### src/verilog/uncorePkg.sv
// Memory map and bus types for a 32-bit AHB-Lite uncore without bursts, HPROT or lock
package uncorePkg;

  // Bus widths
  localparam int dataWidth = 32;
  localparam int addrWidth = 32;
  localparam int strbWidth = dataWidth / 8;

  //////////////////////////////////////////////////////////////
  // Memory map where a window hits when (haddr & ~range) == base
  //////////////////////////////////////////////////////////////
  localparam logic [addrWidth-1:0] ramBase    = 32'h8000_0000;
  localparam logic [addrWidth-1:0] ramRange   = 32'h0000_0FFF;
  localparam logic [addrWidth-1:0] timerBase  = 32'h0200_0000;
  localparam logic [addrWidth-1:0] timerRange = 32'h0000_FFFF;
  localparam logic [addrWidth-1:0] gpioBase   = 32'h1006_0000;
  localparam logic [addrWidth-1:0] gpioRange  = 32'h0000_00FF;

  // On-chip RAM depth in words
  localparam int ramWords     = 1024;
  localparam int ramAddrWidth = $clog2(ramWords);

  // HTRANS encodings
  localparam logic [1:0] transIdle   = 2'b00;
  localparam logic [1:0] transNonseq = 2'b10;
  localparam logic [1:0] transSeq    = 2'b11;

  // Timer register offsets
  localparam logic [15:0] mtimecmpLo = 16'h4000;
  localparam logic [15:0] mtimecmpHi = 16'h4004;
  localparam logic [15:0] mtimeLo    = 16'hBFF8;
  localparam logic [15:0] mtimeHi    = 16'hBFFC;

  // GPIO register offsets
  localparam logic [15:0] gpioInOff  = 16'h0000;
  localparam logic [15:0] gpioEnOff  = 16'h0008;
  localparam logic [15:0] gpioOutOff = 16'h000C;

  typedef enum logic [1:0] {
    regionNone,
    regionRam,
    regionTimer,
    regionGpio
  } region_t;

  // AHB address phase
  typedef struct packed {
    logic [addrWidth-1:0] haddr;
    logic                 hwrite;
    logic [1:0]           htrans;
    logic [2:0]           hsize;
  } ahbReq_t;

  // APB request from the bridge
  typedef struct packed {
    logic [15:0]          paddr;
    logic [dataWidth-1:0] pwdata;
    logic [strbWidth-1:0] pstrb;
    logic                 pwrite;
    logic                 penable;
  } apbReq_t;

  // Strobed bytes of newWord replace those of oldWord
  function automatic logic [dataWidth-1:0] mergeBytes(
    input logic [dataWidth-1:0] oldWord,
    input logic [dataWidth-1:0] newWord,
    input logic [strbWidth-1:0] strb
  );
    logic [dataWidth-1:0] result;
    result = oldWord;
    for (int i = 0; i < strbWidth; i++) begin
      if (strb[i]) begin
        result[8*i +: 8] = newWord[8*i +: 8];
      end
    end
    return result;
  endfunction

endpackage
### src/verilog/addrDecoder.sv
// Selects are combinational from haddr and htrans; unmapped transfers get the two-cycle ERROR
`timescale 1ns/1ps

module addrDecoder import uncorePkg::*; (
  input  logic    HCLK,
  input  logic    rstN,
  input  ahbReq_t ahbReq,
  input  logic    HREADY,
  output logic    hselRam,
  output logic    hselTimer,
  output logic    hselGpio,
  output region_t dataRegion,
  output logic    noneReady,
  output logic    noneResp
);

  logic    transValid;
  logic    hselNone;
  region_t addrRegion;
  logic    errData;
  logic    errSecond;

  // Only NONSEQ and SEQ carry a transfer
  assign transValid = (ahbReq.htrans == transNonseq) || (ahbReq.htrans == transSeq);

  //////////////////////////////////////////////////////////////
  // Address phase decode
  //////////////////////////////////////////////////////////////
  assign hselRam   = transValid && ((ahbReq.haddr & ~ramRange) == ramBase);
  assign hselTimer = transValid && ((ahbReq.haddr & ~timerRange) == timerBase);
  assign hselGpio  = transValid && ((ahbReq.haddr & ~gpioRange) == gpioBase);
  // Valid transfer that hits no window
  assign hselNone  = transValid && !(hselRam || hselTimer || hselGpio);

  always_comb begin
    addrRegion = regionNone;
    if (hselRam) begin
      addrRegion = regionRam;
    end else if (hselTimer) begin
      addrRegion = regionTimer;
    end else if (hselGpio) begin
      addrRegion = regionGpio;
    end
  end

  // Data phase region held while a subordinate stalls
  always_ff @(posedge HCLK) begin
    if (!rstN) begin
      dataRegion <= regionNone;
      errData    <= 1'b0;
    end else if (HREADY) begin
      dataRegion <= addrRegion;
      errData    <= hselNone;
    end
  end

  // Default subordinate ERROR with low ready first and high ready second
  always_ff @(posedge HCLK) begin
    if (!rstN) begin
      errSecond <= 1'b0;
    end else begin
      errSecond <= errData && !errSecond;
    end
  end

  assign noneReady = !errData || errSecond;
  assign noneResp  = errData;

  // Windows must never overlap
  assert property (@(posedge HCLK) disable iff (!rstN)
    $onehot0({hselRam, hselTimer, hselGpio}));

endmodule

### config.mk
export PLATFORM = sky130hd
export DESIGN_NAME = addrDecoder
export DESIGN_NICKNAME = d
export VERILOG_FILES = /design/src/verilog/uncorePkg.sv /design/src/verilog/addrDecoder.sv
export SDC_FILE = /design/constraint.sdc
export NUM_CORES = 1
export LEC_CHECK = 0
export ABC_AREA = 1
export BUFFER_PORTS_ARGS = -buffer_cell sky130_fd_sc_hd__buf_2
export CORE_AREA = 10 10 48 50
export CTS_BUF_LIST = sky130_fd_sc_hd__clkbuf_8
export CTS_CLUSTER_SIZE = 40
export DETAILED_ROUTE_END_ITERATION = 7
export DIE_AREA = 0 0 58 60
export HOLD_SLACK_MARGIN = 0.12
export PLACE_DENSITY_LB_ADDON = 0.08
export SKIP_LAST_GASP = 1
export SLEW_MARGIN = 20
export SYNTH_ARGS = -nofsm -noshare
export SYNTH_HDL_FRONTEND = slang
export SYNTH_SLANG_ARGS = --single-unit
export TNS_END_PERCENT = 30
### constraint.sdc
create_clock -name HCLK -period 0.95 [get_ports HCLK]
set_input_delay 0.19 -clock HCLK [delete_from_list [all_inputs] [get_ports HCLK]]
set_output_delay 0.19 -clock HCLK [all_outputs]
set_load 0.02 [all_outputs]
Yosys cells after proc, flatten, opt, wreduce, memory -nomap -nowiden
Cells that the tools add are included.
- equal/unequal tests: 5
- mux-type cells: 3
- reduce and logical (&&, ||, !) cells: 12
- operators by type and width (operator ; count):
    24-bit by 21-bit equality test with 1-bit output (second input constant) ; 1
    20-bit equality test (second input constant) ; 1
    16-bit by 10-bit equality test with 1-bit output (second input constant) ; 1
    2-bit 2-to-1 mux ; 3
    1-bit logical AND ; 5
    2-bit equality test (second input constant) ; 2
    1-bit logical OR ; 4
    1-bit logical NOT ; 3
- register bits: 4
- bits of input ports: 41
- output and inout port bits: 7

Longest topological paths before layout
- word-level depth: 7
- mapped depth: 10
- mapped depth without buffers: 10

Worst setup path after synthesis
No wires, ideal clock.
- path type: reg2out
- start point: reg errData (netlist: noneResp)
- end point: out noneReady
- arrival: 0.823 ns
- required time: 0.760 ns
- slack: -0.063 ns
- cell stages (with the launch flop): 3
- buffers on the path: 0
- path through: dfxtp_1 > inv_1 > or2_2
- longest elaborated chain between the ends: 2
- RTL lines (what ; line ; source):
    start: declaration ; addrDecoder.sv:20 ; logic errData;
    start signal: assignment ; addrDecoder.sv:53 ; errData <= hselNone;
    1-bit logical NOT ; addrDecoder.sv:66 ; assign noneReady = !errData || errSecond;
    1-bit logical OR ; addrDecoder.sv:66 ;
    end: declaration ; addrDecoder.sv:13 ; output logic noneReady,
No other way between the ends.

Final worst setup path
Ends and elaborated chain as after synthesis.

==> results.json <==
{
  "outcome": "complete, but fails checks",
  "violations": "negative setup slack",
  "rsz0062_at_grt": "true",
  "synth_top_area_cell": "dfxtp_1",
  "clkSinkCount": 4,
  "crit_path_start": "noneResp",
  "cts_buffers": 3,
  "antenna_found_initial": 0,
  "worst_setup_path_start_kind": "flip-flop",
  "cts.reportedPaths.clkPinSlew_ns": 0.03,
  "finalSetupViolations": 7,
  "worstPathArrival_ns": 0.93,
  "grt_pass1_vias": 504,
  "crit_buf_inv": 2,
  "cts_hold_buf": 0,
  "maxCapViolCount": 0,
  "place_inst": 129,
  "yosys.area.top_type_share_pct": 20.4,
  "hp-start": "rstN",
  "cts_root_buf": "clkbuf_8",
  "die_x_um": 58,
  "ys_seq_area_share_pct": 20.4,
  "syn_nets": 116,
  "hold_viol": 0,
  "fin_crit_ns": 1.12,
  "wirelength_um": 1370,
  "gp_congestion": 0.684,
  "slowest_delay_ns": 0.32,
  "synth.distinct_cells": 14,
  "num_vias": 567,
  "report.final.slew_viol_count": 0,
  "crit_family": "flip-flops",
  "crit_chain": "inv_2 > or2_4 > buf_6",
  "path_class": "reg2out",
  "vdd_drop_max_mv": 0.555,
  "die_y_um": 60,
  "area_growth_pct": 93.9,
  "synthTopCellsByArea": "dfxtp_1 20%, nor2_1 20%, inv_1 17%",
  "r2r_start": "noneResp",
  "ant_nets": 0,
  "setup_slack_ns": -0.174,
  "port_buffers": 34,
  "final.setup.tns_ns": -0.686,
  "synthArstFlopShare_pct": 0,
  "antennaDiodeCount": 0,
  "post-synth-top-count-cell": "nor2_1",
  "synth_fa_ha_area_share_pct": 0,
  "cpMaxStageDelayCell": "dfxtp_2",
  "total_leakage_power_nw": 0.427,
  "ios": 48,
  "syn_area_per_cell_um2": 5.24,
  "drt-initial-drc-count": 7,
  "htreeDepth": 1,
  "wl_per_cell_um": 10.2,
  "synth_top_family_by_area": "simple AND/OR/NAND/NOR gates",
  "seq_area_um2": 81.3,
  "drc": 0,
  "core-area_um2": 1440,
  "slew-limit-headroom_pct": 91.5,
  "start_util_pct": 27.4,
  "synth_ff_type": "dfxtp_1",
  "crit_fanout": 2,
  "fillers": 163,
  "grt_max_degree": 6,
  "nets": 161,
  "syn_inst": 75,
  "cts_tree": "done",
  "yosysWarnings": 0,
  "drive_above_1_share_pct": 61.0,
  "synthSimpleGateAreaFrac_pct": 56.7,
  "worstMarginPinSlew_ns": 0.126,
  "ys_ff_latch": 4,
  "clkLatencyLatePin_ns": 0.22,
  "fmax_mhz": 889,
  "synth_compound_area_share_pct": 4.78,
  "multi_input_area_um2": 287,
  "synthesis.area_um2": 393,
  "synthMuxAreaShare_pct": 0,
  "dieArea_um2": 3480,
  "p_per_area_nw_per_um2": 932,
  "grt.total_usage_pct": 7.84,
  "grt_overflow": 0,
  "num_rows": 14,
  "avgViaCountPerCell": 4.23,
  "grt_pass1_wl_um": 2100,
  "skew_ns": 0.0000102,
  "drtPass1Iterations": 4,
  "place_hpwl_um": 1130,
  "final.period_utilization_pct": 118,
  "synth_edf_count": 0,
  "cts.path.max_buffers": 2,
  "synthXorXnorAreaFrac_pct": 0,
  "synth_common_cells": "21 x nor2_1, 18 x inv_1, 15 x nand2_1",
  "hold_class": "in2reg",
  "final_cells": 134,
  "cp-end-kind": "output port",
  "cp.required_ns": 0.76
}
path summary, 6_finish.rpt:
path | endpoint | slack, ns | cells past startpoint
max | noneReady | -0.17 | 3
min | dataRegion[0] | 0.23 | 3
max reg2reg | noneResp | 0.22 | 5
min reg2reg | dataRegion[1] | 0.47 | 2
what timing repair did:
| item | CTS | global route |
|---|---|---|
| pin swaps | 0 | 11 |
| gates resized for setup | 7 | 25 |
| buffers inserted | 1 | 1 |
| endpoints found under the setup margin | 4 | 7 |
per-stage QoR:
stage | setup slack [ns] | power, mW | cell area, um^2 | hold slack (ns) | utilization, %
finish | -0.174 | 0.710 | 762 | 0.232 | 53.0
global route | -0.219 | 0.759 | 762 | 0.279 | 53.0
CTS | -0.179 | 0.695 | 679 | 0.228 | 47.3
detailed placement | -0.214 | 0.327 | 614 | 0.454 | 42.8
global placement | -0.203 | 0.325 | 614 | 0.463 | 42.8
floorplan | 0.00611 | 0.241 | 394 | 0.328 | -
report_power, final:
group | switching, mW | total [mW] | internal, mW
Combinational | 0.0859 | 0.180 | 0.0941
Sequential | 0.00263 | 0.178 | 0.176
Clock | 0.0826 | 0.352 | 0.269
Total | 0.171 | 0.710 | 0.539
kinds of logic after synthesis:
group / count (synthesis)
AND/OR/NAND/NOR: 49
flip-flops: 4
buffers and inverters: 19
AO/OA/AOI/OAI: 3
registers in the layout, indices dropped and copies added, names as in the netlist:
| signal | cells |
|---|---|
| dataRegion | 2 |
| errSecond | 1 |
| noneResp | 1 |
worst register-to-register path, delay by kind of cell, from the launching register on:
family | cells | cell delay, ns
buf+inv | 2 | 0.15
flops | 1 | 0.32
simple gates | 3 | 0.20
cell type report:
class                   instances  share of cell area (%)
clock buffers                   3                    5.42
flip-flops and latches          4                    10.7
repair buffers                 40                    34.3
well taps                      16                    2.63
inverters                      19                    9.36
multi-input cells              52                    37.6
layer usage:
metal / global-route usage [%] / wire, um
met1: 7.89 / 468
met2: 11.0 / 633
met3: 6.14 / 234
met4: 5.03 / 36
met5: 0 / 0
placed cells by master (no fill, tap or decap):
cell	netlist	routed
a21oi_1	1	1
a21oi_2	1	1
buf_2	0	26
buf_4	0	7
buf_6	0	7
clkbuf_8	0	3
dfxtp_1	4	3
dfxtp_2	0	1
inv_1	18	13
inv_2	1	6
nand2_1	15	11
nand2_2	1	5
nand3_1	5	5
nand3_2	2	2
nor2_1	21	12
nor2_2	3	10
nor2_4	1	3
o21ai_0	1	1
or2_4	0	1
(Power assumes the default switching activity.)
