--- config.mk ---
export PLATFORM = sky130hd
export DESIGN_NAME = gpioApb
export DESIGN_NICKNAME = d
export VERILOG_FILES = /design/src/verilog/uncorePkg.sv /design/src/verilog/gpioApb.sv
export SDC_FILE = /design/constraint.sdc
export NUM_CORES = 1
export LEC_CHECK = 0
export BUFFER_PORTS_ARGS = -buffer_cell sky130_fd_sc_hd__buf_2
export CAP_MARGIN = 20
export CORE_AREA = 4 4 141 102
export DETAILED_ROUTE_END_ITERATION = 8
export DIE_AREA = 0 0 145 106
export HOLD_SLACK_MARGIN = 0.15
export PLACE_DENSITY = 0.75
export SETUP_SLACK_MARGIN = 0.5
export SLEW_MARGIN = 20
export SYNTH_ARGS = -nofsm -noshare
export SYNTH_HDL_FRONTEND = slang
export SYNTH_SLANG_ARGS = --single-unit
--- constraint.sdc ---
create_clock -name HCLK -period 1.9 [get_ports HCLK]
set_input_delay 0.095 -clock HCLK [delete_from_list [all_inputs] [get_ports HCLK]]
set_output_delay 0.095 -clock HCLK [all_outputs]
set_load 0.02 [all_outputs]
--- src/verilog/uncorePkg.sv ---
// Memory map and bus types for a 32-bit AHB-Lite uncore without bursts, HPROT or lock
package uncorePkg;

  // Bus widths
  localparam int dataWidth = 32;
  localparam int addrWidth = 32;
  localparam int strbWidth = dataWidth / 8;

  //////////////////////////////////////////////////////////////
  // Memory map where a window hits when (haddr & ~range) == base
  //////////////////////////////////////////////////////////////
  localparam logic [addrWidth-1:0] ramBase    = 32'h8000_0000;
  localparam logic [addrWidth-1:0] ramRange   = 32'h0000_0FFF;
  localparam logic [addrWidth-1:0] timerBase  = 32'h0200_0000;
  localparam logic [addrWidth-1:0] timerRange = 32'h0000_FFFF;
  localparam logic [addrWidth-1:0] gpioBase   = 32'h1006_0000;
  localparam logic [addrWidth-1:0] gpioRange  = 32'h0000_00FF;

  // On-chip RAM depth in words
  localparam int ramWords     = 1024;
  localparam int ramAddrWidth = $clog2(ramWords);

  // HTRANS encodings
  localparam logic [1:0] transIdle   = 2'b00;
  localparam logic [1:0] transNonseq = 2'b10;
  localparam logic [1:0] transSeq    = 2'b11;

  // Timer register offsets
  localparam logic [15:0] mtimecmpLo = 16'h4000;
  localparam logic [15:0] mtimecmpHi = 16'h4004;
  localparam logic [15:0] mtimeLo    = 16'hBFF8;
  localparam logic [15:0] mtimeHi    = 16'hBFFC;

  // GPIO register offsets
  localparam logic [15:0] gpioInOff  = 16'h0000;
  localparam logic [15:0] gpioEnOff  = 16'h0008;
  localparam logic [15:0] gpioOutOff = 16'h000C;

  typedef enum logic [1:0] {
    regionNone,
    regionRam,
    regionTimer,
    regionGpio
  } region_t;

  // AHB address phase
  typedef struct packed {
    logic [addrWidth-1:0] haddr;
    logic                 hwrite;
    logic [1:0]           htrans;
    logic [2:0]           hsize;
  } ahbReq_t;

  // APB request from the bridge
  typedef struct packed {
    logic [15:0]          paddr;
    logic [dataWidth-1:0] pwdata;
    logic [strbWidth-1:0] pstrb;
    logic                 pwrite;
    logic                 penable;
  } apbReq_t;

  // Strobed bytes of newWord replace those of oldWord
  function automatic logic [dataWidth-1:0] mergeBytes(
    input logic [dataWidth-1:0] oldWord,
    input logic [dataWidth-1:0] newWord,
    input logic [strbWidth-1:0] strb
  );
    logic [dataWidth-1:0] result;
    result = oldWord;
    for (int i = 0; i < strbWidth; i++) begin
      if (strb[i]) begin
        result[8*i +: 8] = newWord[8*i +: 8];
      end
    end
    return result;
  endfunction

endpackage
--- src/verilog/gpioApb.sv ---
// 32-bit GPIO without interrupts or IOF; gpioIn reads two cycles late through a synchronizer
`timescale 1ns/1ps

module gpioApb import uncorePkg::*; (
  input  logic                 HCLK,
  input  logic                 rstN,
  input  apbReq_t              apbReq,
  input  logic                 psel,
  output logic [dataWidth-1:0] prdata,
  input  logic [dataWidth-1:0] gpioIn,
  output logic [dataWidth-1:0] gpioOut,
  output logic [dataWidth-1:0] gpioEn
);

  logic [dataWidth-1:0] inMeta;
  logic [dataWidth-1:0] inSync;
  logic                 wrEn;

  assign wrEn = psel && apbReq.penable && apbReq.pwrite;

  // Pins are asynchronous to HCLK
  always_ff @(posedge HCLK) begin
    if (!rstN) begin
      inMeta <= '0;
      inSync <= '0;
    end else begin
      inMeta <= gpioIn;
      inSync <= inMeta;
    end
  end

  // Output and enable registers
  always_ff @(posedge HCLK) begin
    if (!rstN) begin
      gpioOut <= '0;
      gpioEn  <= '0;
    end else if (wrEn) begin
      if (apbReq.paddr == gpioOutOff) begin
        gpioOut <= mergeBytes(gpioOut, apbReq.pwdata, apbReq.pstrb);
      end
      if (apbReq.paddr == gpioEnOff) begin
        gpioEn <= mergeBytes(gpioEn, apbReq.pwdata, apbReq.pstrb);
      end
    end
  end

  always_comb begin
    case (apbReq.paddr)
      gpioInOff:  prdata = inSync;
      gpioEnOff:  prdata = gpioEn;
      gpioOutOff: prdata = gpioOut;
      default:    prdata = '0;
    endcase
  end

endmodule

Yosys cells after proc, flatten, opt, wreduce, memory -nomap -nowiden. Cells that the tools add are included.

Flip-flop bits (word level): 128. Output and inout port bits: 96. Word-level logic and storage cells: 24.

Eq/ne operators: 2. Muxes and demuxes: 1. Reductions and logical operators: 11.

Operator list (count): case mux 32 bit (3 select lines) (1); == test 16 x 4 -> 1 bit, second input constant (2); AND reduction 3 bit (8); logical NOT 16 bit (1); logical AND 1 bit (2).

Depth between registers and ports, before layout.
Depth in word-level cells: 3. Gate-level depth with buffers: 7.

Worst setup path before layout. OpenSTA, ideal clock, no wires.

Path type: input to output. From: in apbReq[49] (netlist name). To: out prdata[0]. Data arrival time: 2.178 ns. Data required time: 1.805 ns. Path slack: -0.373 ns. Cell stages on the path: 7. Cell sequence: or4_4 > or4_1 > buf_2 > or3_1 > buf_2 > buf_6 > o2bb2ai_1.

Cells in the longest elaborated chain, start to end: 2. Elaborated cells between the ends (all ways): 4.

Ends and longest elaborated chain: from (decl) (line gpioApb.sv:7) `input apbReq_t apbReq,`; == test 16 x 4 -> 1 bit / logical NOT 16 bit (equally long branches) (line gpioApb.sv:48) `case (apbReq.paddr)`; case mux 32 bit (3 select lines) (*) (line gpioApb.sv:48); to (decl) (line gpioApb.sv:9) `output logic [dataWidth-1:0] prdata,`.

Mark *: on every way between the ends. The rest lies on a longest branch, timed or not.

Final worst setup path.
From: in apbReq[49] (netlist name). To: out prdata[3].

Same word-level chain as after synthesis.

==> summary.md <==
| Metric | Value |
|---|---|
| Clock tree from TritonCTS | `built` |
| DR iter-0 viols | `241` |
| Standby leakage power | `3.73 nW` |
| Final wirelength | `17000 um` |
| Routability cong. | `0.799` |
| Final instance area | `8520 um2` |
| Number of antenna violations at the first check in global routing | `0` |
| Number of antenna-violating nets in the routed design | `0` |
| Post-Synthesis Cells | `about 520` |
| Final clock skew | `around 0.0087 ns` |
| Crit path arrival time | `2.16 ns` |
| Power per Cell Area | `740 nW/um2` |
| Area of the multi-input gates | `3040 um2` |
| Cell Chain, Critical Path | `buf_6 > or4_4 > or4_4 > or3_4 > buf_12 > o2bb2ai_4 > buf_6` |
| Met1 GRT Util | `roughly 25%` |
| Unrepaired setup endpoints after global routing | `yes` |
| Violated checks | `setup timing` |
| GR met2 Demand/Resource | `37.8%` |
| Highest-count cells in the layout ignoring fill and taps | `150 x sky130_fd_sc_hd__buf_2, 128 x sky130_fd_sc_hd__dfxtp_1, 65 x sky130_fd_sc_hd__nand2_1` |
| Vias per cell | `5.10` |
| Critical Path RT | `1.80 ns` |
| Critical Path Sink Type | `output pin` |
| Kind of critical path | `primary input to output pin` |
| Reported max-cap violation count | `0` |
| Post-synthesis sequential area ratio | `50.2%` |
| GR Overflow Total | `0` |
| Clock sink count | `~130` |
| Hpwl dp | `10900 um` |
| Drc violations | `0` |
| Ratio of cells with drive above 1 in the final layout | `39.2%` |
| Clock insertion delay at the later pin of the skew report | `0.40 ns` |
| Die X | `145 um` |
| Period Utilization, post-route | `119%` |
| Global-route wire length before repair | `26300 um` |
| Number of buffers on the longest clock path | `2` |
| Yosys warning count | `0` |
| Root Buffer Master | `sky130_fd_sc_hd__clkbuf_16` |
| Register cell area after layout | `2560 um2` |
| Largest stage delay on the critical path | `0.53 ns` |
| Startpoint Class | `primary input` |
| Post-synth design cell area | `5110 um2` |
| TritonCTS buffer count | `17` |
| Via count of the first global-routing pass | `5059` |
| Clock Pin Slew Worst Setup and Hold Paths | `0.05 ns` |
| Slowest CP cell | `sky130_fd_sc_hd__or4_4` |
| TritonRoute pass-1 iters | `5` |
| Final Hold Vio Count | `0` |
| Post-Place Cell Area | `6870 um2` |
| Crit-path max FO | `9` |
| Placed cells | `around 850` |
| Register bit total from synthesis | `about 130` |
| Max_slew headroom | `63.8%` |
| I/O pin count | `185` |
| Slew @ Worst Pin | `0.543 ns` |
| Highest-utilization routing layer at the global route stage | `met2` |
| Count of filler cells inserted in the layout | `966` |
| Number of vias after detailed routing | `4861` |
| Synthesized Nets | `607` |
| Number of max-slew violations in the final report | `0` |
| Combined global-route utilization of all metal layers | `21.2%` |
| Routed length per placed instance | `17.8 um` |
| Area growth from synthesis to final layout | `66.8%` |
| Non-filler instance count after layout | `954` |
| Number of nets at the end of the flow | `865` |
| Mean instance size in the synthesized netlist | `approximately 9.9 um2` |
| Floorplan row count | `35` |
| Final worst slack | `-0.360 ns` |
| Global Route met3 Usage | `6.43%` |
| Starting density of the core | `39.3%` |
| Port buffer count | `184` |
| Status | `complete, but fails checks` |
| Core Area | `about 13000 um2` |
| Hold crit path type | `primary input to register` |
| Worst IR drop on VDD | `521 uV` |
| Die area | `15400 um2` |
| CTS H-tree depth | `4` |
| Synth unique cells | `24` |
| Final count of negative-setup-slack endpoints | `32` |
| Vertical extent of the die | `106 um` |
| Max frequency | `442 MHz` |
| Fin crit period | `between 2 and 2.5 ns` |
| Leading cell type in the layout, fill and taps excluded | `sky130_fd_sc_hd__buf_2` |
| Pin count of the biggest net entering global routing | `approximately 160` |
| N_diodes | `0` |
worst max-delay path, delay by kind of cell:
kind                   cells  cell delay, ns
AOI/OAI and AO/OA          1            0.16
buffers and inverters      3            0.42
and+or+nand+nor            3            1.48
routing by layer:
metal | vias up | wire length, um
met5 | - | 0
met4 | 0 | 221
met3 | 23 | 1080
met2 | 172 | 8610
met1 | 2347 | 7060
li1 | 2319 | -
sequential cells by signal, summed over array words and instances, names as in the netlist:
signal,flops
inSync,32
gpioEn,32
inMeta,32
gpioOut,32
synthesized netlist by cell type (all sizes together):
cell	number	area (um2)
dfxtp	128	2560
nand2	65	244
and2	64	400
mux2i	64	641
nand3	37	185
clkbuf	34	128
a21boi	32	240
o21ai	32	160
o2bb2ai	32	343
buf	8	56.3
nor3	5	30.0
or3	5	31.3
nand4	4	25.0
or4	4	33.8
nor4	2	18.8
nor2	1	3.75
nor2b	1	6.26
stage by stage:
| stage | setup TNS [ns] | hold slack [ns] | worst slack, ns | utilization (%) | power, mW |
|---|---|---|---|---|---|
| final | -10.24 | 0.191 | -0.360 | 65.5 | 6.31 |
| after global routing | -11.25 | 0.199 | -0.388 | 65.5 | 6.52 |
| after CTS | -10.05 | 0.182 | -0.349 | 64.1 | 6.34 |
| after detailed placement | -16.97 | 0.305 | -0.463 | 52.8 | 3.12 |
| after global placement | -13.73 | 0.301 | -0.444 | 52.8 | 3.11 |
| after floorplan | -7.16 | 0.217 | -0.230 | - | 2.97 |
cell type report:
cell class | instances | area share [%]
Tap cell | 166 | 2.44
Clock inverter | 10 | 1.32
Clock buffer | 21 | 5.40
Sequential cell | 128 | 30.1
Timing Repair Buffer | 281 | 25.1
Multi-Input combinational cell | 348 | 35.7
what timing repair did:
item	CTS	global route
pin swaps	2	1
gates cloned	0	2
endpoints found under the hold margin	96	0
hold buffers	64	0
setup buffers	2	2
gates resized for setup	107	41
endpoints found under the setup margin	96	89
power by group:
group          internal (mW)  total, mW  switching (mW)
registers               2.75       2.76          0.0138
clock network           1.99       3.13            1.14
logic                  0.235      0.417           0.181
total                   4.97       6.31            1.34
cells by family after synthesis:
group | after synthesis | synth area share (%)
and+or+nand+nor | 188 | 19.2
AOI/OAI and AO/OA | 96 | 14.5
muxes | 64 | 12.5
buffers and inverters | 42 | 3.60
DFF | 128 | 50.2
worst paths after layout:
path / from / to / slack [ns] / cells past startpoint
worst max-delay path: apbReq[49] / prdata[3] / -0.36 / 7
worst min-delay path: apbReq[2] / gpioEn[2]$_SDFFE_PN0P_ / 0.19 / 4
worst max register to register: gpioOut[7]$_SDFFE_PN0P_ / gpioOut[7]$_SDFFE_PN0P_ / 1.15 / 2
worst min register to register: inMeta[0]$_SDFF_PN0_ / inSync[0]$_SDFF_PN0_ / 0.43 / 1
(Power assumes the default switching activity.)
