### src/verilog/uncorePkg.sv
// Memory map and bus types for a 32-bit AHB-Lite uncore without bursts, HPROT or lock
package uncorePkg;

  // Bus widths
  localparam int dataWidth = 32;
  localparam int addrWidth = 32;
  localparam int strbWidth = dataWidth / 8;

  //////////////////////////////////////////////////////////////
  // Memory map where a window hits when (haddr & ~range) == base
  //////////////////////////////////////////////////////////////
  localparam logic [addrWidth-1:0] ramBase    = 32'h8000_0000;
  localparam logic [addrWidth-1:0] ramRange   = 32'h0000_0FFF;
  localparam logic [addrWidth-1:0] timerBase  = 32'h0200_0000;
  localparam logic [addrWidth-1:0] timerRange = 32'h0000_FFFF;
  localparam logic [addrWidth-1:0] gpioBase   = 32'h1006_0000;
  localparam logic [addrWidth-1:0] gpioRange  = 32'h0000_00FF;

  // On-chip RAM depth in words
  localparam int ramWords     = 1024;
  localparam int ramAddrWidth = $clog2(ramWords);

  // HTRANS encodings
  localparam logic [1:0] transIdle   = 2'b00;
  localparam logic [1:0] transNonseq = 2'b10;
  localparam logic [1:0] transSeq    = 2'b11;

  // Timer register offsets
  localparam logic [15:0] mtimecmpLo = 16'h4000;
  localparam logic [15:0] mtimecmpHi = 16'h4004;
  localparam logic [15:0] mtimeLo    = 16'hBFF8;
  localparam logic [15:0] mtimeHi    = 16'hBFFC;

  // GPIO register offsets
  localparam logic [15:0] gpioInOff  = 16'h0000;
  localparam logic [15:0] gpioEnOff  = 16'h0008;
  localparam logic [15:0] gpioOutOff = 16'h000C;

  typedef enum logic [1:0] {
    regionNone,
    regionRam,
    regionTimer,
    regionGpio
  } region_t;

  // AHB address phase
  typedef struct packed {
    logic [addrWidth-1:0] haddr;
    logic                 hwrite;
    logic [1:0]           htrans;
    logic [2:0]           hsize;
  } ahbReq_t;

  // APB request from the bridge
  typedef struct packed {
    logic [15:0]          paddr;
    logic [dataWidth-1:0] pwdata;
    logic [strbWidth-1:0] pstrb;
    logic                 pwrite;
    logic                 penable;
  } apbReq_t;

  // Strobed bytes of newWord replace those of oldWord
  function automatic logic [dataWidth-1:0] mergeBytes(
    input logic [dataWidth-1:0] oldWord,
    input logic [dataWidth-1:0] newWord,
    input logic [strbWidth-1:0] strb
  );
    logic [dataWidth-1:0] result;
    result = oldWord;
    for (int i = 0; i < strbWidth; i++) begin
      if (strb[i]) begin
        result[8*i +: 8] = newWord[8*i +: 8];
      end
    end
    return result;
  endfunction

endpackage
### src/verilog/timerApb.sv
// Machine timer counting HCLK cycles; mtimecmp resets to all ones so the interrupt starts low
`timescale 1ns/1ps

module timerApb import uncorePkg::*; (
  input  logic                 HCLK,
  input  logic                 rstN,
  input  apbReq_t              apbReq,
  input  logic                 psel,
  output logic [dataWidth-1:0] prdata,
  output logic                 mtimerInt
);

  logic [63:0] mtime;
  logic [63:0] mtimeNext;
  logic [63:0] mtimecmp;
  logic        wrEn;

  // Write commits in the APB access cycle
  assign wrEn = psel && apbReq.penable && apbReq.pwrite;

  //////////////////////////////////////////////////////////////
  // mtime counter
  //////////////////////////////////////////////////////////////
  always_comb begin
    mtimeNext = mtime + 64'd1;
    // A write replaces that half instead of counting
    if (wrEn && (apbReq.paddr == mtimeLo)) begin
      mtimeNext[31:0] = mergeBytes(mtime[31:0], apbReq.pwdata, apbReq.pstrb);
    end
    if (wrEn && (apbReq.paddr == mtimeHi)) begin
      mtimeNext[63:32] = mergeBytes(mtime[63:32], apbReq.pwdata, apbReq.pstrb);
    end
  end

  always_ff @(posedge HCLK) begin
    if (!rstN) begin
      mtime     <= '0;
      mtimecmp  <= '1;
      mtimerInt <= 1'b0;
    end else begin
      mtime     <= mtimeNext;
      mtimerInt <= (mtime >= mtimecmp);
      // Compare register in 32-bit halves
      if (wrEn && (apbReq.paddr == mtimecmpLo)) begin
        mtimecmp[31:0] <= mergeBytes(mtimecmp[31:0], apbReq.pwdata, apbReq.pstrb);
      end
      if (wrEn && (apbReq.paddr == mtimecmpHi)) begin
        mtimecmp[63:32] <= mergeBytes(mtimecmp[63:32], apbReq.pwdata, apbReq.pstrb);
      end
    end
  end

  // Read mux where unknown offsets read zero
  always_comb begin
    case (apbReq.paddr)
      mtimecmpLo: prdata = mtimecmp[31:0];
      mtimecmpHi: prdata = mtimecmp[63:32];
      mtimeLo:    prdata = mtime[31:0];
      mtimeHi:    prdata = mtime[63:32];
      default:    prdata = '0;
    endcase
  end

endmodule

### config.mk
export PLATFORM = sky130hd
export DESIGN_NAME = timerApb
export DESIGN_NICKNAME = d
export VERILOG_FILES = /design/src/verilog/uncorePkg.sv /design/src/verilog/timerApb.sv
export SDC_FILE = /design/constraint.sdc
export NUM_CORES = 1
export LEC_CHECK = 0
export BUFFER_PORTS_ARGS = -buffer_cell sky130_fd_sc_hd__buf_2
export CORE_UTILIZATION = 30
export CTS_BUF_LIST = sky130_fd_sc_hd__clkbuf_8 sky130_fd_sc_hd__clkbuf_16
export CTS_CLUSTER_DIAMETER = 80
export DETAILED_ROUTE_END_ITERATION = 16
export SYNTH_ARGS = -nofsm -noshare
export SYNTH_HDL_FRONTEND = slang
export SYNTH_SLANG_ARGS = --single-unit
export TNS_END_PERCENT = 1
### constraint.sdc
create_clock -name HCLK -period 8.1 [get_ports HCLK]
set_clock_uncertainty 0.15 [all_clocks]
set_input_delay 2.43 -clock HCLK [delete_from_list [all_inputs] [get_ports HCLK]]
set_output_delay 2.43 -clock HCLK [all_outputs]
set_load 0.01 [all_outputs]
Yosys cells after proc, flatten, opt, wreduce, memory -nomap -nowiden
Index checks and enable logic that the tools add are counted.

Multipliers: 0. Bitwise gates (word level): 0. Order comparisons: 1. Mux-type cells: 7. Reductions and logical operators: 14. Divide/modulo/power cells: 0. Shifts and indexed selects: 0. Add/sub/neg operators: 1. Equal/unequal tests: 12.

Operator list (number): $pmux W32 S4 (1); $add A64 B1 Y64 const B (1); $ge A64 B64 Y1 (1); $mux W32 (2); $eq A16 B15 Y1 const B (2); $eq A16 B16 Y1 const B (2); $mux W8 (4); $ne A2 B2 Y1 const B (8); $reduce_and A2 Y1 (8); $logic_and A1 B1 Y1 (6).

Memory bits (writable): 0. ROM bits: 0. Memories: 0. Bits in latches: 0. Flip-flop bits (word level): 129. Logic and storage cells: 52. Bits of input ports: 57. Output and inout port bits: 33.

Logic depth before layout (Yosys ltp)
Depth after elaboration: 4. Depth in mapped cells: 9. Gate-level depth less buffers: 8.

Worst setup path before layout
No wires, ideal clock.

Kind: input port to output port. From: input port apbReq[38] in the netlist's numbering. To: output port prdata[15]. Arrival time: 3815 ps. Path slack: 1705 ps. Data required time: 5520 ps. Buffers on the path: 2. Stages on the path: 5. Path through: nand4bb_1 -> or4_1 -> buf_2 -> buf_1 -> o22ai_1.

Word-level cells in the longest chain between the ends: 2. Elaborated cells between the ends (all ways): 5. Classes of those cells: eq/ne (4); mux (1).

Ends and longest elaborated chain: start, declared (line timerApb.sv:7) `input apbReq_t apbReq,`; $eq A16 B16 Y1 or $eq A16 B15 Y1 (tied branches) (line timerApb.sv:55) `case (apbReq.paddr)`; $pmux W32 S4 (*) (line timerApb.sv:55); end, declared (line timerApb.sv:9) `output logic [dataWidth-1:0] prdata,`.

Mark *: on every way between the ends. The rest lies on a longest branch, timed or not.

Final worst setup path
From: input port apbReq[38] in the netlist's numbering. To: output port prdata[23].

The elaborated chain is that of the path after synthesis.

==> insert_results.sql <==
INSERT INTO impl_metrics (metric_group, metric, value, unit) VALUES
('drt', 'routed_wire_length_per_instance', '19.09', 'µm'),
('pwr', 'power.share.sequential', '40.2', '%'),
('pwr', 'power_frac_clock', '54.9', '%'),
('place', 'place.detailed.hpwl', '21360', 'µm'),
('timing', 'setup_repair_after_global_routing_missed_its_margin', 'false', ''),
('clock_network', 'ctsLongestPathBuffers', '2', ''),
('critical_path', 'worstPathCellList', 'buf_2 > nand4bb_1 > or4_1 > buf_4 > o22ai_1 > buf_2', ''),
('critical_path', 'critical_path_buf_inv_count', '3', ''),
('floorplan', 'dieHeight', '171.7', 'µm'),
('place', 'placedCellCount', '1513', ''),
('drt', 'avgViaCountPerCell', '5.670', ''),
('logic_synthesis', 'synth_compound_gate_area_share', '20.56', '%'),
('pwr', 'intPower', '0.001229', 'W'),
('logic_synthesis', 'fraction_of_the_mapped_netlist_area_in_adder_cells', '9.411', '%'),
('clock_network', 'cts_root_buf', 'sky130_fd_sc_hd__clkbuf_16', ''),
('grt', 'grt_start_max_net_pins', '102', ''),
('timing', 'final-setup-viol-count', '0', ''),
('final_layout', 'multi_input_area', '5522', 'µm²'),
('floorplan', 'io-pin-count', '90', ''),
('final_layout', 'layout-drive-gt1-share', '14.14', '%'),
('pwr', 'largest_vdd_supply_drop', '0.1453', 'mV'),
('critical_path', 'crit_path_end_kind', 'output pin', ''),
('logic_synthesis', 'yosysUniqueCellTypes', '66', ''),
('logic_synthesis', 'yosys.area_share.simple', '23.89', '%'),
('logic_synthesis', 'yosysWarnings', '0', ''),
('critical_path', 'critPathArrivalTime', '4500', 'ps'),
('outcome', 'outcome', 'completed', ''),
('clock_network', 'cts_tree', 'done', ''),
('grt', 'first_global_vias', '8107', ''),
('timing', 'slew_headroom', '21.22', '%'),
('final_layout', 'layout-area-overhead-vs-synth', '16.87', '%'),
('critical_path', 'worst_setup_path_type', 'primary input to output pin', ''),
('critical_path', 'worst_setup_path_start_kind', 'primary input', ''),
('final_layout', 'layout.filler_cells', '2963', ''),
('critical_path', 'critPathMaxStageDelay', '990', 'ps'),
('pwr', 'switching_share', '22.53', '%'),
('pwr', 'power_frac_comb', '5.0', '%'),
('drt', 'detailedRoute.firstIterationViolations', '719', ''),
('clock_network', 'clock_insertion_delay_worst_skew', '430', 'ps'),
('grt', 'grt_overflow', '0', ''),
('clock_network', 'clkTransAtPathRegs', '60', 'ps'),
('pwr', 'power.density_cell_area', '157.1', 'nW/µm²'),
('critical_path', 'critical_path_peak_fanout', '19', ''),
('pwr', 'switchingPower', '0.0003576', 'W'),
('logic_synthesis', 'synth.area.mux_share', '9.063', '%'),
('logic_synthesis', 'synth-edff-count', '0', ''),
('final_layout', 'final_cell_count_no_fill', '1545', ''),
('drt', 'firstDrtPassIters', '6', ''),
('logic_synthesis', 'synthCells', '1091', ''),
('grt', 'grt_pass1_wl', '46220', 'µm'),
('drt', 'antenna_left', '0', ''),
('drt', 'vias', '8760', ''),
('floorplan', 'core_area', '28090', 'µm²'),
('logic_synthesis', 'library_cell_with_the_highest_instance_count_after_synthesis', 'sky130_fd_sc_hd__dfxtp_1', ''),
('drt', 'drt_wl_total', '29500', 'µm'),
('logic_synthesis', 'ys_seq_elements', '129', ''),
('place', 'buffer_ports.inserted', '89', ''),
('logic_synthesis', 'share_of_flip_flops_with_an_asynchronous_set_or_reset', '0', '%'),
('drt', 'drc', '0', ''),
('timing', 'worst_max_slew_pin_slew', '1180', 'ps'),
('grt', 'grt_util_all_layers', '20.62', '%'),
('logic_synthesis', 'synth_seq_area_share', '29.88', '%'),
('logic_synthesis', 'synth_xor_area_share', '0.9121', '%'),
('final_layout', 'antenna_cells', '0', ''),
('timing', 'layout_worst_path_cycle_share', '87.35', '%'),
('logic_synthesis', 'synthTopCellsByArea', 'sky130_fd_sc_hd__dfxtp_1, sky130_fd_sc_hd__ha_1, sky130_fd_sc_hd__mux2i_1, sky130_fd_sc_hd__nand3_1, sky130_fd_sc_hd__nand2_1', ''),
('critical_path', 'crit_top_cell', 'sky130_fd_sc_hd__buf_2', ''),
('clock_network', 'cts_sinks', '129', ''),
('final_layout', 'seqCellArea', '2582', 'µm²'),
('pwr', 'power.static_leakage', '4.617', 'nW'),
('critical_path', 'cp_slowest_cell', 'sky130_fd_sc_hd__or4_1', '');
[cell type report]
type | instances | share of cell area (%)
timing repair buffer | 106 | 5.699
sequential | 129 | 25.57
tap | 378 | 4.683
multi-input combinational | 822 | 54.67
inverter | 78 | 2.899
clock buffer | 20 | 4.621
clock inverter | 12 | 1.858
[state kept, by name, indices dropped and copies added, names as in the netlist]
name	count
mtime	64
mtimecmp	64
mtimerInt	1
[per-layer routing]
layer | up-vias | GRT usage (%) | wire (µm)
met2 | 307 | 33.83 | 13790
li1 | 4219 | - | -
met4 | 0 | 6.871 | 615
met3 | 36 | 3.405 | 1690
met1 | 4198 | 27.25 | 13400
met5 | - | 0 | 0
[layout by cell type (no fill, tap or decap), types with 7 or more instances in the layout]
master | synthesis | routed
sky130_fd_sc_hd__a21oi_1 | 65 | 65
sky130_fd_sc_hd__and4_1 | 13 | 13
sky130_fd_sc_hd__a211oi_1 | 18 | 18
sky130_fd_sc_hd__mux2i_1 | 67 | 67
sky130_fd_sc_hd__xor2_1 | 9 | 9
sky130_fd_sc_hd__inv_1 | 78 | 80
sky130_fd_sc_hd__buf_2 | 11 | 88
sky130_fd_sc_hd__and3_1 | 15 | 15
sky130_fd_sc_hd__dfxtp_1 | 129 | 129
sky130_fd_sc_hd__clkbuf_16 | 0 | 17
sky130_fd_sc_hd__o21ai_0 | 46 | 46
sky130_fd_sc_hd__nor2_1 | 39 | 37
sky130_fd_sc_hd__nand2_1 | 114 | 114
sky130_fd_sc_hd__nand4_1 | 35 | 35
sky130_fd_sc_hd__o22ai_1 | 32 | 32
sky130_fd_sc_hd__ha_1 | 65 | 65
sky130_fd_sc_hd__a31oi_1 | 20 | 20
sky130_fd_sc_hd__nand3_1 | 97 | 97
sky130_fd_sc_hd__o21a_1 | 7 | 7
sky130_fd_sc_hd__nor3_1 | 31 | 31
sky130_fd_sc_hd__o211ai_1 | 50 | 50
sky130_fd_sc_hd__or3_1 | 7 | 7
sky130_fd_sc_hd__nor4_1 | 7 | 7
sky130_fd_sc_hd__a311oi_1 | 7 | 7
sky130_fd_sc_hd__buf_4 | 1 | 18
sky130_fd_sc_hd__mux2_2 | 10 | 10
[power groups by stage]
stage          combinational (W)  clock [W]  sequential [W]
2_1_floorplan          0.0000400          0        0.000651
3_3_place_gp           0.0000775          0        0.000652
3_5_place_dp           0.0000774          0        0.000652
4_1_cts                0.0000778   0.000879        0.000638
5_1_grt                0.0000840   0.000907        0.000638
6_report               0.0000788   0.000871        0.000638
[worst register-to-register path, stage by stage, from the launching register on]
cell and delay [ps]:
sky130_fd_sc_hd__dfxtp_1 410, sky130_fd_sc_hd__ha_1 360, sky130_fd_sc_hd__nand4_1 180, sky130_fd_sc_hd__or4_1 630, sky130_fd_sc_hd__nor4_1 730, sky130_fd_sc_hd__a2111o_1 300, sky130_fd_sc_hd__a31oi_1 110, sky130_fd_sc_hd__o21ai_0 300
[through the flow]
step	hold WS (ps)	area, µm²	util (%)	setup slack (ps)	total power, W
after floorplan	310.3	8642	-	1705	0.0006909
after global placement	322.4	9445	33.63	1080	0.0007290
after detailed placement	329.8	9445	33.63	1040	0.0007290
after CTS	337.7	10100	35.96	1044	0.001594
after global routing	352.9	10100	35.96	958.5	0.001628
final	335.7	10100	35.96	1025	0.001587
[worst paths after layout]
kind	start	end	cells past startpoint
worst max-delay path	apbReq[38]	prdata[23]	6
worst min-delay path	mtimecmp[38]	mtimecmp[38]	2
worst max register to register	mtime[13]	mtimerInt	7
worst min register to register	mtimecmp[38]	mtimecmp[38]	2
[logic make-up (layout without fill, tap and decap cells)]
kind of cell / after synthesis / count (layout)
AND/OR/NAND/NOR: 396 / 396
XOR/XNOR: 9 / 9
flip-flops: 129 / 129
AO/OA/AOI/OAI: 275 / 275
adder cells (fa/ha/maj): 65 / 65
buffers and inverters: 140 / 216
multiplexers: 77 / 77
No activity file was read; power rests on OpenSTA's default activity.
