--- src/verilog/uncorePkg.sv ---
// Memory map and bus types for a 32-bit AHB-Lite uncore without bursts, HPROT or lock
package uncorePkg;

  // Bus widths
  localparam int dataWidth = 32;
  localparam int addrWidth = 32;
  localparam int strbWidth = dataWidth / 8;

  //////////////////////////////////////////////////////////////
  // Memory map where a window hits when (haddr & ~range) == base
  //////////////////////////////////////////////////////////////
  localparam logic [addrWidth-1:0] ramBase    = 32'h8000_0000;
  localparam logic [addrWidth-1:0] ramRange   = 32'h0000_0FFF;
  localparam logic [addrWidth-1:0] timerBase  = 32'h0200_0000;
  localparam logic [addrWidth-1:0] timerRange = 32'h0000_FFFF;
  localparam logic [addrWidth-1:0] gpioBase   = 32'h1006_0000;
  localparam logic [addrWidth-1:0] gpioRange  = 32'h0000_00FF;

  // On-chip RAM depth in words
  localparam int ramWords     = 1024;
  localparam int ramAddrWidth = $clog2(ramWords);

  // HTRANS encodings
  localparam logic [1:0] transIdle   = 2'b00;
  localparam logic [1:0] transNonseq = 2'b10;
  localparam logic [1:0] transSeq    = 2'b11;

  // Timer register offsets
  localparam logic [15:0] mtimecmpLo = 16'h4000;
  localparam logic [15:0] mtimecmpHi = 16'h4004;
  localparam logic [15:0] mtimeLo    = 16'hBFF8;
  localparam logic [15:0] mtimeHi    = 16'hBFFC;

  // GPIO register offsets
  localparam logic [15:0] gpioInOff  = 16'h0000;
  localparam logic [15:0] gpioEnOff  = 16'h0008;
  localparam logic [15:0] gpioOutOff = 16'h000C;

  typedef enum logic [1:0] {
    regionNone,
    regionRam,
    regionTimer,
    regionGpio
  } region_t;

  // AHB address phase
  typedef struct packed {
    logic [addrWidth-1:0] haddr;
    logic                 hwrite;
    logic [1:0]           htrans;
    logic [2:0]           hsize;
  } ahbReq_t;

  // APB request from the bridge
  typedef struct packed {
    logic [15:0]          paddr;
    logic [dataWidth-1:0] pwdata;
    logic [strbWidth-1:0] pstrb;
    logic                 pwrite;
    logic                 penable;
  } apbReq_t;

  // Strobed bytes of newWord replace those of oldWord
  function automatic logic [dataWidth-1:0] mergeBytes(
    input logic [dataWidth-1:0] oldWord,
    input logic [dataWidth-1:0] newWord,
    input logic [strbWidth-1:0] strb
  );
    logic [dataWidth-1:0] result;
    result = oldWord;
    for (int i = 0; i < strbWidth; i++) begin
      if (strb[i]) begin
        result[8*i +: 8] = newWord[8*i +: 8];
      end
    end
    return result;
  endfunction

endpackage
--- src/verilog/ahbApbBridge.sv ---
// Fixed three-cycle AHB to APB bridge for timer and GPIO; no PREADY or PSLVERR, never errors
`timescale 1ns/1ps

module ahbApbBridge import uncorePkg::*; (
  input  logic                 HCLK,
  input  logic                 rstN,
  input  ahbReq_t              ahbReq,
  input  logic                 hselTimer,
  input  logic                 hselGpio,
  input  logic                 HREADY,
  input  logic [dataWidth-1:0] HWDATA,
  input  logic [strbWidth-1:0] HWSTRB,
  input  logic [dataWidth-1:0] timerRdata,
  input  logic [dataWidth-1:0] gpioRdata,
  output apbReq_t              apbReq,
  output logic                 pselTimer,
  output logic                 pselGpio,
  output logic [dataWidth-1:0] bridgeRdata,
  output logic                 bridgeReady
);

  typedef enum logic [1:0] {
    stIdle,
    stCapture,
    stSetup,
    stAccess
  } bridgeState_t;

  bridgeState_t         state;
  bridgeState_t         stateNext;
  logic                 accept;
  logic                 selTimerQ;
  logic                 selGpioQ;
  logic [15:0]          paddrQ;
  logic                 pwriteQ;
  logic [dataWidth-1:0] pwdataQ;
  logic [strbWidth-1:0] pstrbQ;

  // New APB-bound transfer accepted this edge
  assign accept = HREADY && (hselTimer || hselGpio);

  //////////////////////////////////////////////////////////////
  // FSM
  //////////////////////////////////////////////////////////////
  always_comb begin
    case (state)
      stIdle:    stateNext = accept ? stCapture : stIdle;
      stCapture: stateNext = stSetup;
      stSetup:   stateNext = stAccess;
      // Access ends the data phase and a pipelined transfer may follow
      default:   stateNext = accept ? stCapture : stIdle;
    endcase
  end

  always_ff @(posedge HCLK) begin
    if (!rstN) begin
      state     <= stIdle;
      selTimerQ <= 1'b0;
      selGpioQ  <= 1'b0;
    end else begin
      state <= stateNext;
      if (accept) begin
        selTimerQ <= hselTimer;
        selGpioQ  <= hselGpio;
      end
    end
  end

  // Address leaves the bus at acceptance and write data arrives in capture
  always_ff @(posedge HCLK) begin
    if (accept) begin
      paddrQ  <= ahbReq.haddr[15:0];
      pwriteQ <= ahbReq.hwrite;
    end
    if (state == stCapture) begin
      pwdataQ <= HWDATA;
      pstrbQ  <= HWSTRB & {strbWidth{pwriteQ}};
    end
  end

  //////////////////////////////////////////////////////////////
  // APB outputs
  //////////////////////////////////////////////////////////////
  always_comb begin
    apbReq.paddr   = paddrQ;
    apbReq.pwdata  = pwdataQ;
    apbReq.pstrb   = pstrbQ;
    apbReq.pwrite  = pwriteQ;
    apbReq.penable = (state == stAccess);
  end

  assign pselTimer = selTimerQ && ((state == stSetup) || (state == stAccess));
  assign pselGpio  = selGpioQ && ((state == stSetup) || (state == stAccess));

  // Read data passes straight through in access
  assign bridgeReady = (state == stAccess);
  assign bridgeRdata = (state != stAccess) ? '0 : (selTimerQ ? timerRdata : gpioRdata);

  // PENABLE only right after a setup cycle to the same peripheral
  assert property (@(posedge HCLK) disable iff (!rstN)
    apbReq.penable |-> ($past(pselTimer || pselGpio) && !$past(apbReq.penable) &&
                        $stable({pselTimer, pselGpio})));

endmodule

--- config.mk ---
export PLATFORM = sky130hd
export DESIGN_NAME = ahbApbBridge
export DESIGN_NICKNAME = d
export VERILOG_FILES = /design/src/verilog/uncorePkg.sv /design/src/verilog/ahbApbBridge.sv
export SDC_FILE = /design/constraint.sdc
export NUM_CORES = 1
export LEC_CHECK = 0
export ABC_AREA = 1
export BUFFER_PORTS_ARGS = -buffer_cell sky130_fd_sc_hd__buf_2
export CORE_AREA = 2 2 89 91
export CTS_CLUSTER_SIZE = 25
export DETAILED_ROUTE_END_ITERATION = 6
export DIE_AREA = 0 0 91 93
export GPL_TIMING_DRIVEN = 0
export PLACE_DENSITY = 0.78
export SLEW_MARGIN = 20
export SYNTH_ARGS = -nofsm -noshare
export SYNTH_HDL_FRONTEND = slang
export SYNTH_SLANG_ARGS = --single-unit
--- constraint.sdc ---
create_clock -name HCLK -period 2.5 [get_ports HCLK]
set_clock_uncertainty 0.1 [all_clocks]
set_input_delay 0.125 -clock HCLK [delete_from_list [all_inputs] [get_ports HCLK]]
set_output_delay 0.125 -clock HCLK [all_outputs]
set_load 0.02 [all_outputs]
# Yosys cells after proc, flatten, opt, wreduce, memory -nomap -nowiden

Index checks and enable logic that the tools add are counted.

Equality and inequality tests: 4
Multiplexer cells: 4
Bitwise gates (word level): 1
Reduce and logical (&&, ||, !) cells: 5

Operator list:

| operator                                      | number |
|---|---|
| 2-to-1 mux 32 bit                             | 2 |
| bitwise AND 4 bit                             | 1 |
| == test 2 bit, second input constant          | 2 |
| one-hot mux 2 bit (2 select lines)            | 1 |
| logical AND 1 bit                             | 3 |
| == test 2 x 1 -> 1 bit, second input constant | 1 |
| logical OR 1 bit                              | 2 |
| != test 2 bit, second input constant          | 1 |
| 2-to-1 mux 1 bit                              | 1 |

Flip-flop bits (word level): 57
Output and inout port bits: 89

# Longest topological paths before layout

Gate-level depths: netlist (run 1).

Depth in word-level cells: 4
Mapped depth: 4
Mapped depth without buffers: 4

# Least setup slack after synthesis (run 1)

OpenSTA, ideal clock, no wires.

Path kind: register to register
From: reg state[1]
To: reg pstrbQ[0] (enable)
Library setup time: 397 ps
Data arrival time: 1,298 ps
Slack: 705 ps
Cell stages (with the launch flop): 3
Buffers on the path: 0
Clock period less this slack: 1,795 ps
Cells stage by stage: dfxtp_1 -> inv_1 -> ha_1

Longest elaborated chain between the ends: 1

RTL lines:

| element                  | RTL line           | RTL |
|---|---|---|
| start: declaration       | ahbApbBridge.sv:29 | `bridgeState_t state;` |
| start signal: assignment | ahbApbBridge.sv:57 | `state <= stIdle;` |
| start signal: assignment | ahbApbBridge.sv:61 | `state <= stateNext;` |
| == test 2 x 1 -> 1 bit   | ahbApbBridge.sv:75 | `if (state == stCapture) begin` |
| end signal: assignment   | ahbApbBridge.sv:77 | `pstrbQ <= HWSTRB & {strbWidth{pwriteQ}};` |
| end: declaration         | ahbApbBridge.sv:37 | `logic [strbWidth-1:0] pstrbQ;` |

No other way between the ends.
A chain may end at the register's enable or synchronous reset.

# Worst setup path in the final report (run 1)

From: reg state[1]
To: out bridgeRdata[13]

Longest elaborated chain between the ends: 2

RTL lines:

| element           | RTL line           | RTL |
|---|---|---|
| != test 2 bit     | ahbApbBridge.sv:97 | `assign bridgeRdata = (state != stAccess) ? '0 : (selTimerQ ? timerRdata : gpioRdata);` |
| 2-to-1 mux 32 bit | ahbApbBridge.sv:97 |  |
| end: declaration  | ahbApbBridge.sv:18 | `output logic [dataWidth-1:0] bridgeRdata,` |

No other way between the ends.

==> results of run 1 <==
[through the flow]
step,instance area [µm²],power (mW)
6_report,4250,3.15
4_1_cts,4240,3.16
3_5_place_dp,3520,2.35
3_3_place_gp,3470,2.29
2_1_floorplan,2300,1.93
5_1_grt,4240,3.31
[per-layer routing]
layer | routed length (µm) | up-vias | global-route usage [%]
li1 | - | 1226 | -
met1 | 2900 | 1107 | 19.9
met2 | 4060 | 131 | 32.5
met3 | 682 | 14 | 6.12
met4 | 201 | 0 | 8.46
met5 | 0 | - | 0
[cells in the mapped netlist]
master / n
ha_1: 3
clkbuf_2: 2
o21ai_0: 34
buf_4: 3
inv_1: 10
nand3b_1: 2
buf_2: 3
clkbuf_1: 3
nand2_1: 8
dfxtp_1: 4
edfxtp_1: 53
nor2_1: 71
inv_2: 1
a21oi_1: 1
[final timing paths]
kind	start	to
worst max-delay path	state[1]$_SDFF_PN0_	bridgeRdata[13]
worst min-delay path	hselGpio	selTimerQ$_SDFFE_PN0P_
worst max register to register	state[1]$_SDFF_PN0_	pwdataQ[28]$_DFFE_PN_
worst min register to register	selGpioQ$_SDFFE_PN0P_	selGpioQ$_SDFFE_PN0P_
[power breakdown]
part           switching (mW)  internal [mW]
Sequential             0.0743           1.31
Combinational           0.644          0.384
Clock                   0.382          0.356
[state kept, by name, summed over array words and instances, names as in the netlist]
name and flops:
selTimerQ 1, state 2, paddrQ 16, pwriteQ 1, pstrbQ 4, pwdataQ 32
selGpioQ 1
[kinds of logic after synthesis]
group,after synthesis
adders and majority gates,3
DFF,57
and+or+nand+nor,81
buffers and inverters,22
AOI/OAI and AO/OA,35
[area by class of cell]
class,instances,share of cell area [%]
sequential,57,39.4
timing repair buffer,267,38.7
multi-input combinational,119,12.5
tap,102,3.01
clock buffer,9,2.92
buffer,11,1.39
clock inverter,7,1.09
inverter,11,0.973
antenna,1,0.0589
[worst max-delay path, stage by stage, from the launching register on]
cell and delay (ns):
dfxtp_1 0.40, ha_1 0.32, clkbuf_1 0.30, o21ai_0 0.18, nor2_1 0.11, buf_2 0.17
==> summary.md, run 1 <==
| Metric | Value |
|---|---|
| R2r setup slk | 1.07 ns |
| Via/cell ratio | 4.24 |
| Clock transition at the registers of the reported paths | 0.07 ns |
| Peak supply drop | 0.279 mV |
| Final non-filler cell total | 584 |
| Cell count after synthesis | 198 |
| Post-synthesis compound-gate area fraction | under 10% |
| Simple-Gate Fraction of Synth Area | a little over an eighth |
| ANT nets after route | 0 |
| Final worst-path cycle share | 81.8% |
| CTS tree | yes |
| Fin crit period | 2.05 ns |
| Via count | 2478 |
| Finished Core Util | 56.4% |
| Synth cell types | 14 |
| First-pass GRT wire length | 11800 µm |
| Slew @ Worst Pin | 0.320 ns |
| Mux share of post-synthesis cell area | 0% |
| Setup CP Type | register to output pin |
| WHS Path Cells | 4 |
| Hold slack final | 0.0162 ns |
| Clk Latency, worst-skew pair | around 0.33 ns |
| Synthesized area | 2300 µm² |
| CTS Buf Count | 9 |
| Ys Warns | 0 |
| # nets final | 622 |
| Storage element area | around 1700 µm² |
| Most frequent cells in the layout | 213 x buf_2, 70 x nor2_1, 55 x dlygate4sd3_1 |
| Dominant cells by area after synthesis | edfxtp_1 69%, nor2_1 12%, o21ai_0 7.4% |
| Initial Utilization | 30.5% |
| Post-Syn Area per Cell | about 12 µm² |
| PnR worst setup slack | between 0.4 and 0.5 ns |
| CP Max Fanout | 10 |
| Multi-input logic area | 529 µm² |
| P_leak | ~2.1 nW |
| Post-CTS resize count | 0 |
| Placed insts | about 510 |
| Core Region | around 7500 µm² |
| Wire per inst | 13.4 µm |
| Sequential share of the synthesized area | 72.8% |
| Layout cell share with drive strength beyond 1 | 49.5% |
| #FFs+latches synth | 57 |
| Max-slew violation count | 0 |
| Arrival time worst endpoint | 1.82 ns |
| Post-synth top area cell | edfxtp_1 |
| Worst reg-to-reg path cell count | 3 |
| Post-Synth XOR/XNOR Area | 0% |
| Die area | 8460 µm² |
| Status | finished, final reports clean |
| Cell Rows | 32 |
| Drt first pass iters | 4 |
| Slew margin rel. | 78.7% |
| Largest net degree at the start of global routing | 27 |
| Post-place setup slack | between 0.7 and 0.8 ns |
| Routability cong. | 0.759 |
| Total wire length | 7840 µm |
| Final setup TNS | 0 ns |
| Root Driver | clkbuf_8 |
| Area grow syn2layout | 84.9% |
| Largest family of logic cells by synthesized area | simple AND/OR/NAND/NOR gates |
| CTS sink cnt | 57 |
| Hold Path Class | input port to register |
| Worst endpoint required time | around 2.3 ns |
| Hold-fix buffers, CTS | 55 |
| Layout fillers | ~650 |
| Startpoint types | register |
| RSZ-0062 raised after global routing | no |
| Vias in the first global route | 2391 |
| Die W | just over 90 µm |
| Port bufs | between 200 and 250 |
| Synth Area in Adders | between 1.5 and 2% |
| Max Cap Violations | 0 |
| H-tree levels | 3 |
| Die Height | 93 µm |
| Setup repair bufs after CTS | 0 |
| Drt drc | 0 |
| CTS Buffer Depth | 2 |
| Fmax | 489 MHz |
| DR iter-0 viols | 77 |
| Overflow after GRT | 0 |
| Antenna violations before repair | 1 |
| Crit end category | output pin |
| HPWL Detailed | 5400 µm |
| Final setup viols | 0 |
| Ports | 232 |
| GRT Overall Usage | a little under a fifth |
| Final hold violation count | 0 |
| Pwr/cell area | roughly 740 nW/µm² |
| Syn Nets | 344 |
| Commonest non-fill, non-tap cell in the layout | buf_2 |
| Share of the synthesized area in the top cell type | 69.3% |
No activity file was read; power rests on OpenSTA's default activity.
==> run 2: changes to the inputs <==
==> constraint.sdc (replaced) <==
create_clock -name HCLK -period 2.05 [get_ports HCLK]
set_clock_uncertainty 0.1 [all_clocks]
set_input_delay 0.1025 -clock HCLK [delete_from_list [all_inputs] [get_ports HCLK]]
set_output_delay 0.1025 -clock HCLK [all_outputs]
set_load 0.02 [all_outputs]
==> run 2 against run 1 <==
Net effect:
- global-route usage grew 0.070 points
- sequential share of layout area decreased by 0.42 points
- clock power rose by 22%
- utilization grew 0.61 points
- hold slack gained 0.35 ns
- count of clock-buffer cells in the layout unchanged
- sequential cell count unchanged
- highest routed layer unchanged
==> summary.md, run 2 (synthesis results as in run 1) <==
| Metric | Value |
|---|---|
| CP Max Fanout | 10 (unchanged) |
| DR iter-0 viols | 85 (+10%) |
| Design area | 4290 µm² (+1.1%) |
| Area grow syn2layout | 86.9% |
| P_leak | 2.13 nW (+1.0%) |
| Cell Rows | 32 (unchanged) |
| GRT Overall Usage | 18.4% (+0.070 points) |
| Total wire length | 7850 µm (+0.15%) |
| Die Height | 93 µm (unchanged) |
| Setup CP Type | register to output pin |
| Area post-placement | 3520 µm² (unchanged) |
| Drt drc | 0 (unchanged) |
| Final setup viols | 0 (unchanged) |
| Root Driver | clkbuf_8 |
| Die W | 91 µm (unchanged) |
| Largest register FFs | 32 (unchanged) |
| Reg-to-Reg End | pwdataQ[28]$_DFFE_PN_ |
| Die area | 8460 µm² (unchanged) |
| Clk Latency, worst-skew pair | 0.33 ns (about the same) |
| Final worst-path cycle share | 89.4% |
| Critical hold path startpoint | selGpioQ$_SDFFE_PN0P_ |
| RSZ-0062 raised after global routing | no |
| R2r setup slk | 0.63 ns (-0.44 ns) |
| CTS sink cnt | 57 (unchanged) |
| Vias in the first global route | 2404 (+0.54%) |
| Fin crit period | roughly 1.8 ns |
| Slew margin rel. | 78.7% (about the same) |
| Final hold violation count | 0 (unchanged) |
| Worst reg-to-reg path cell count | 3 (unchanged) |
| CTS Buffer Depth | 2 (unchanged) |
| Largest net degree at the start of global routing | 27 (unchanged) |
| H-tree levels | 3 (unchanged) |
| Initial Utilization | 30.5% (unchanged) |
| Routability cong. | 0.759 (unchanged) |
| # nets final | 626 (+0.64%) |
| Arrival time worst endpoint | 1.63 ns (-0.19 ns) |
| Clock transition at the registers of the reported paths | 0.07 ns (about the same) |
| Largest regs | pwdataQ x32, paddrQ x16, pstrbQ x4 |
| Overall Power | 3.85 mW (+22%) |
| HPWL Detailed | 5400 µm (unchanged) |
| WHS Path Cells | 2 (-2) |
| Slew @ Worst Pin | 0.320 ns (+0.0000776 ns) |
| ANT nets after route | 0 (unchanged) |
| Overflow after GRT | 0 (unchanged) |
| Crit end category | output pin |
| Setup repair bufs after CTS | 0 (unchanged) |
| Fmax | 545 MHz |
| Hold endpoint | selGpioQ$_SDFFE_PN0P_ |
| Hold slack final | 0.370 ns (+0.354 ns) |
| Antenna violations before repair | 1 (unchanged) |
| Worst endpoint required time | 1.85 ns (-0.43 ns) |
| Commonest non-fill, non-tap cell in the layout | buf_2 |
| Most frequent cells in the layout | 213 x buf_2, 70 x nor2_1, 59 x dlygate4sd3_1 |
| Startpoint types | register |
| Post-place setup slack | 0.341 ns (-0.428 ns) |
| PnR worst setup slack | 0.217 ns (-0.237 ns) |
| R2r startpoint | state[1]$_SDFF_PN0_ |
| Wire per inst | 13.4 µm (-0.53%) |
| Biggest register | pwdataQ |
| Pwr/cell area | 897 nW/µm² (+21%) |
| First-pass GRT wire length | 11900 µm (+0.52%) |
| Core Region | 7530 µm² (unchanged) |
| Drt first pass iters | 4 (unchanged) |
| Max Cap Violations | 0 (unchanged) |
| Hold Path Class | register to register |
| Peak supply drop | 0.340 mV (+22%) |
| Layout fillers | 646 (-0.15%) |
| Status | finished, final reports clean |
| Ports | 232 (unchanged) |
| Via count | 2498 (+0.81%) |
| CTS tree | yes |
| Layout cell share with drive strength beyond 1 | 49.9% (+0.42 points) |
| CTS Buf Count | 9 (unchanged) |
| Port bufs | 210 (unchanged) |
| Via/cell ratio | 4.25 (+0.12%) |
| Max-slew violation count | 0 (unchanged) |
==> run 2: cell count changes in the layout (fill, tap and decap cells not counted), sizes merged <==
cell / previous run / this run
dlygate4sd3: 55 / 59
==> run 2: what timing repair did <==
item                                    CTS  global route
resized for setup                         2             3
hold endpoints to repair                 57             0
endpoints found under the setup margin    4            17
hold buffers                             59             0
==> run 2: worst max path at each step <==
stage	to	depth (start not counted)	slack, ns	start
2_1_floorplan	pstrbQ[0]$_DFFE_PN_	2	0.26	state[1]$_SDFF_PN0_
3_3_place_gp	pwdataQ[20]$_DFFE_PN_	2	-0.06	state[1]$_SDFF_PN0_
3_5_place_dp	bridgeRdata[22]	5	0.34	state[1]$_SDFF_PN0_
4_1_cts	bridgeRdata[7]	5	0.02	state[1]$_SDFF_PN0_
5_1_grt	bridgeRdata[22]	5	0.02	state[1]$_SDFF_PN0_
6_report	bridgeRdata[20]	5	0.22	state[1]$_SDFF_PN0_
==> run 2: power by group <==
| group | total (mW) | switching [mW] | internal (mW) |
|---|---|---|---|
| Sequential | 1.69 | 0.0914 | 1.60 |
| Clock | 0.899 | 0.465 | 0.435 |
| Combinational | 1.26 | 0.785 | 0.477 |
| Total | 3.85 | 1.34 | 2.51 |
==> run 2: worst max-delay path: stages, from the launching register on <==
cell      delay [ns]
dfxtp_1         0.40
ha_2            0.28
clkbuf_2        0.21
o21ai_0         0.12
nor2_1          0.11
buf_2           0.17
==> run 2: cell type report <==
class / count / area (µm²) / area share (%)
repair buffers: 271 / 1680 / 39.2
flip-flops and latches: 57 / 1670 / 39.0
multi-input cells: 119 / 532 / 12.4
clock inverters: 7 / 46.3 / 1.08
plain buffers: 11 / 62.6 / 1.46
well taps: 102 / 128 / 2.97
diodes: 1 / 2.50 / 0.0583
clock buffers: 9 / 124 / 2.89
inverters: 11 / 41.3 / 0.962
==> run 2: stage by stage <==
stage	setup TNS, ns	utilization, %	std cells
2_1_floorplan	0	-	198
3_3_place_gp	-2.28	46.2	510
3_5_place_dp	0	46.8	512
4_1_cts	0	56.9	587
5_1_grt	0	57.0	587
6_report	0	57.0	588
==> run 2: layer usage <==
| layer | global-route usage [%] | vias up | wire length [µm] |
|---|---|---|---|
| met2 | 32.8 | 129 | 4090 |
| met4 | 8.46 | 0 | 196 |
| met3 | 6.20 | 15 | 685 |
| met5 | 0 | - | 0 |
| met1 | 19.8 | 1119 | 2880 |
| li1 | - | 1235 | - |
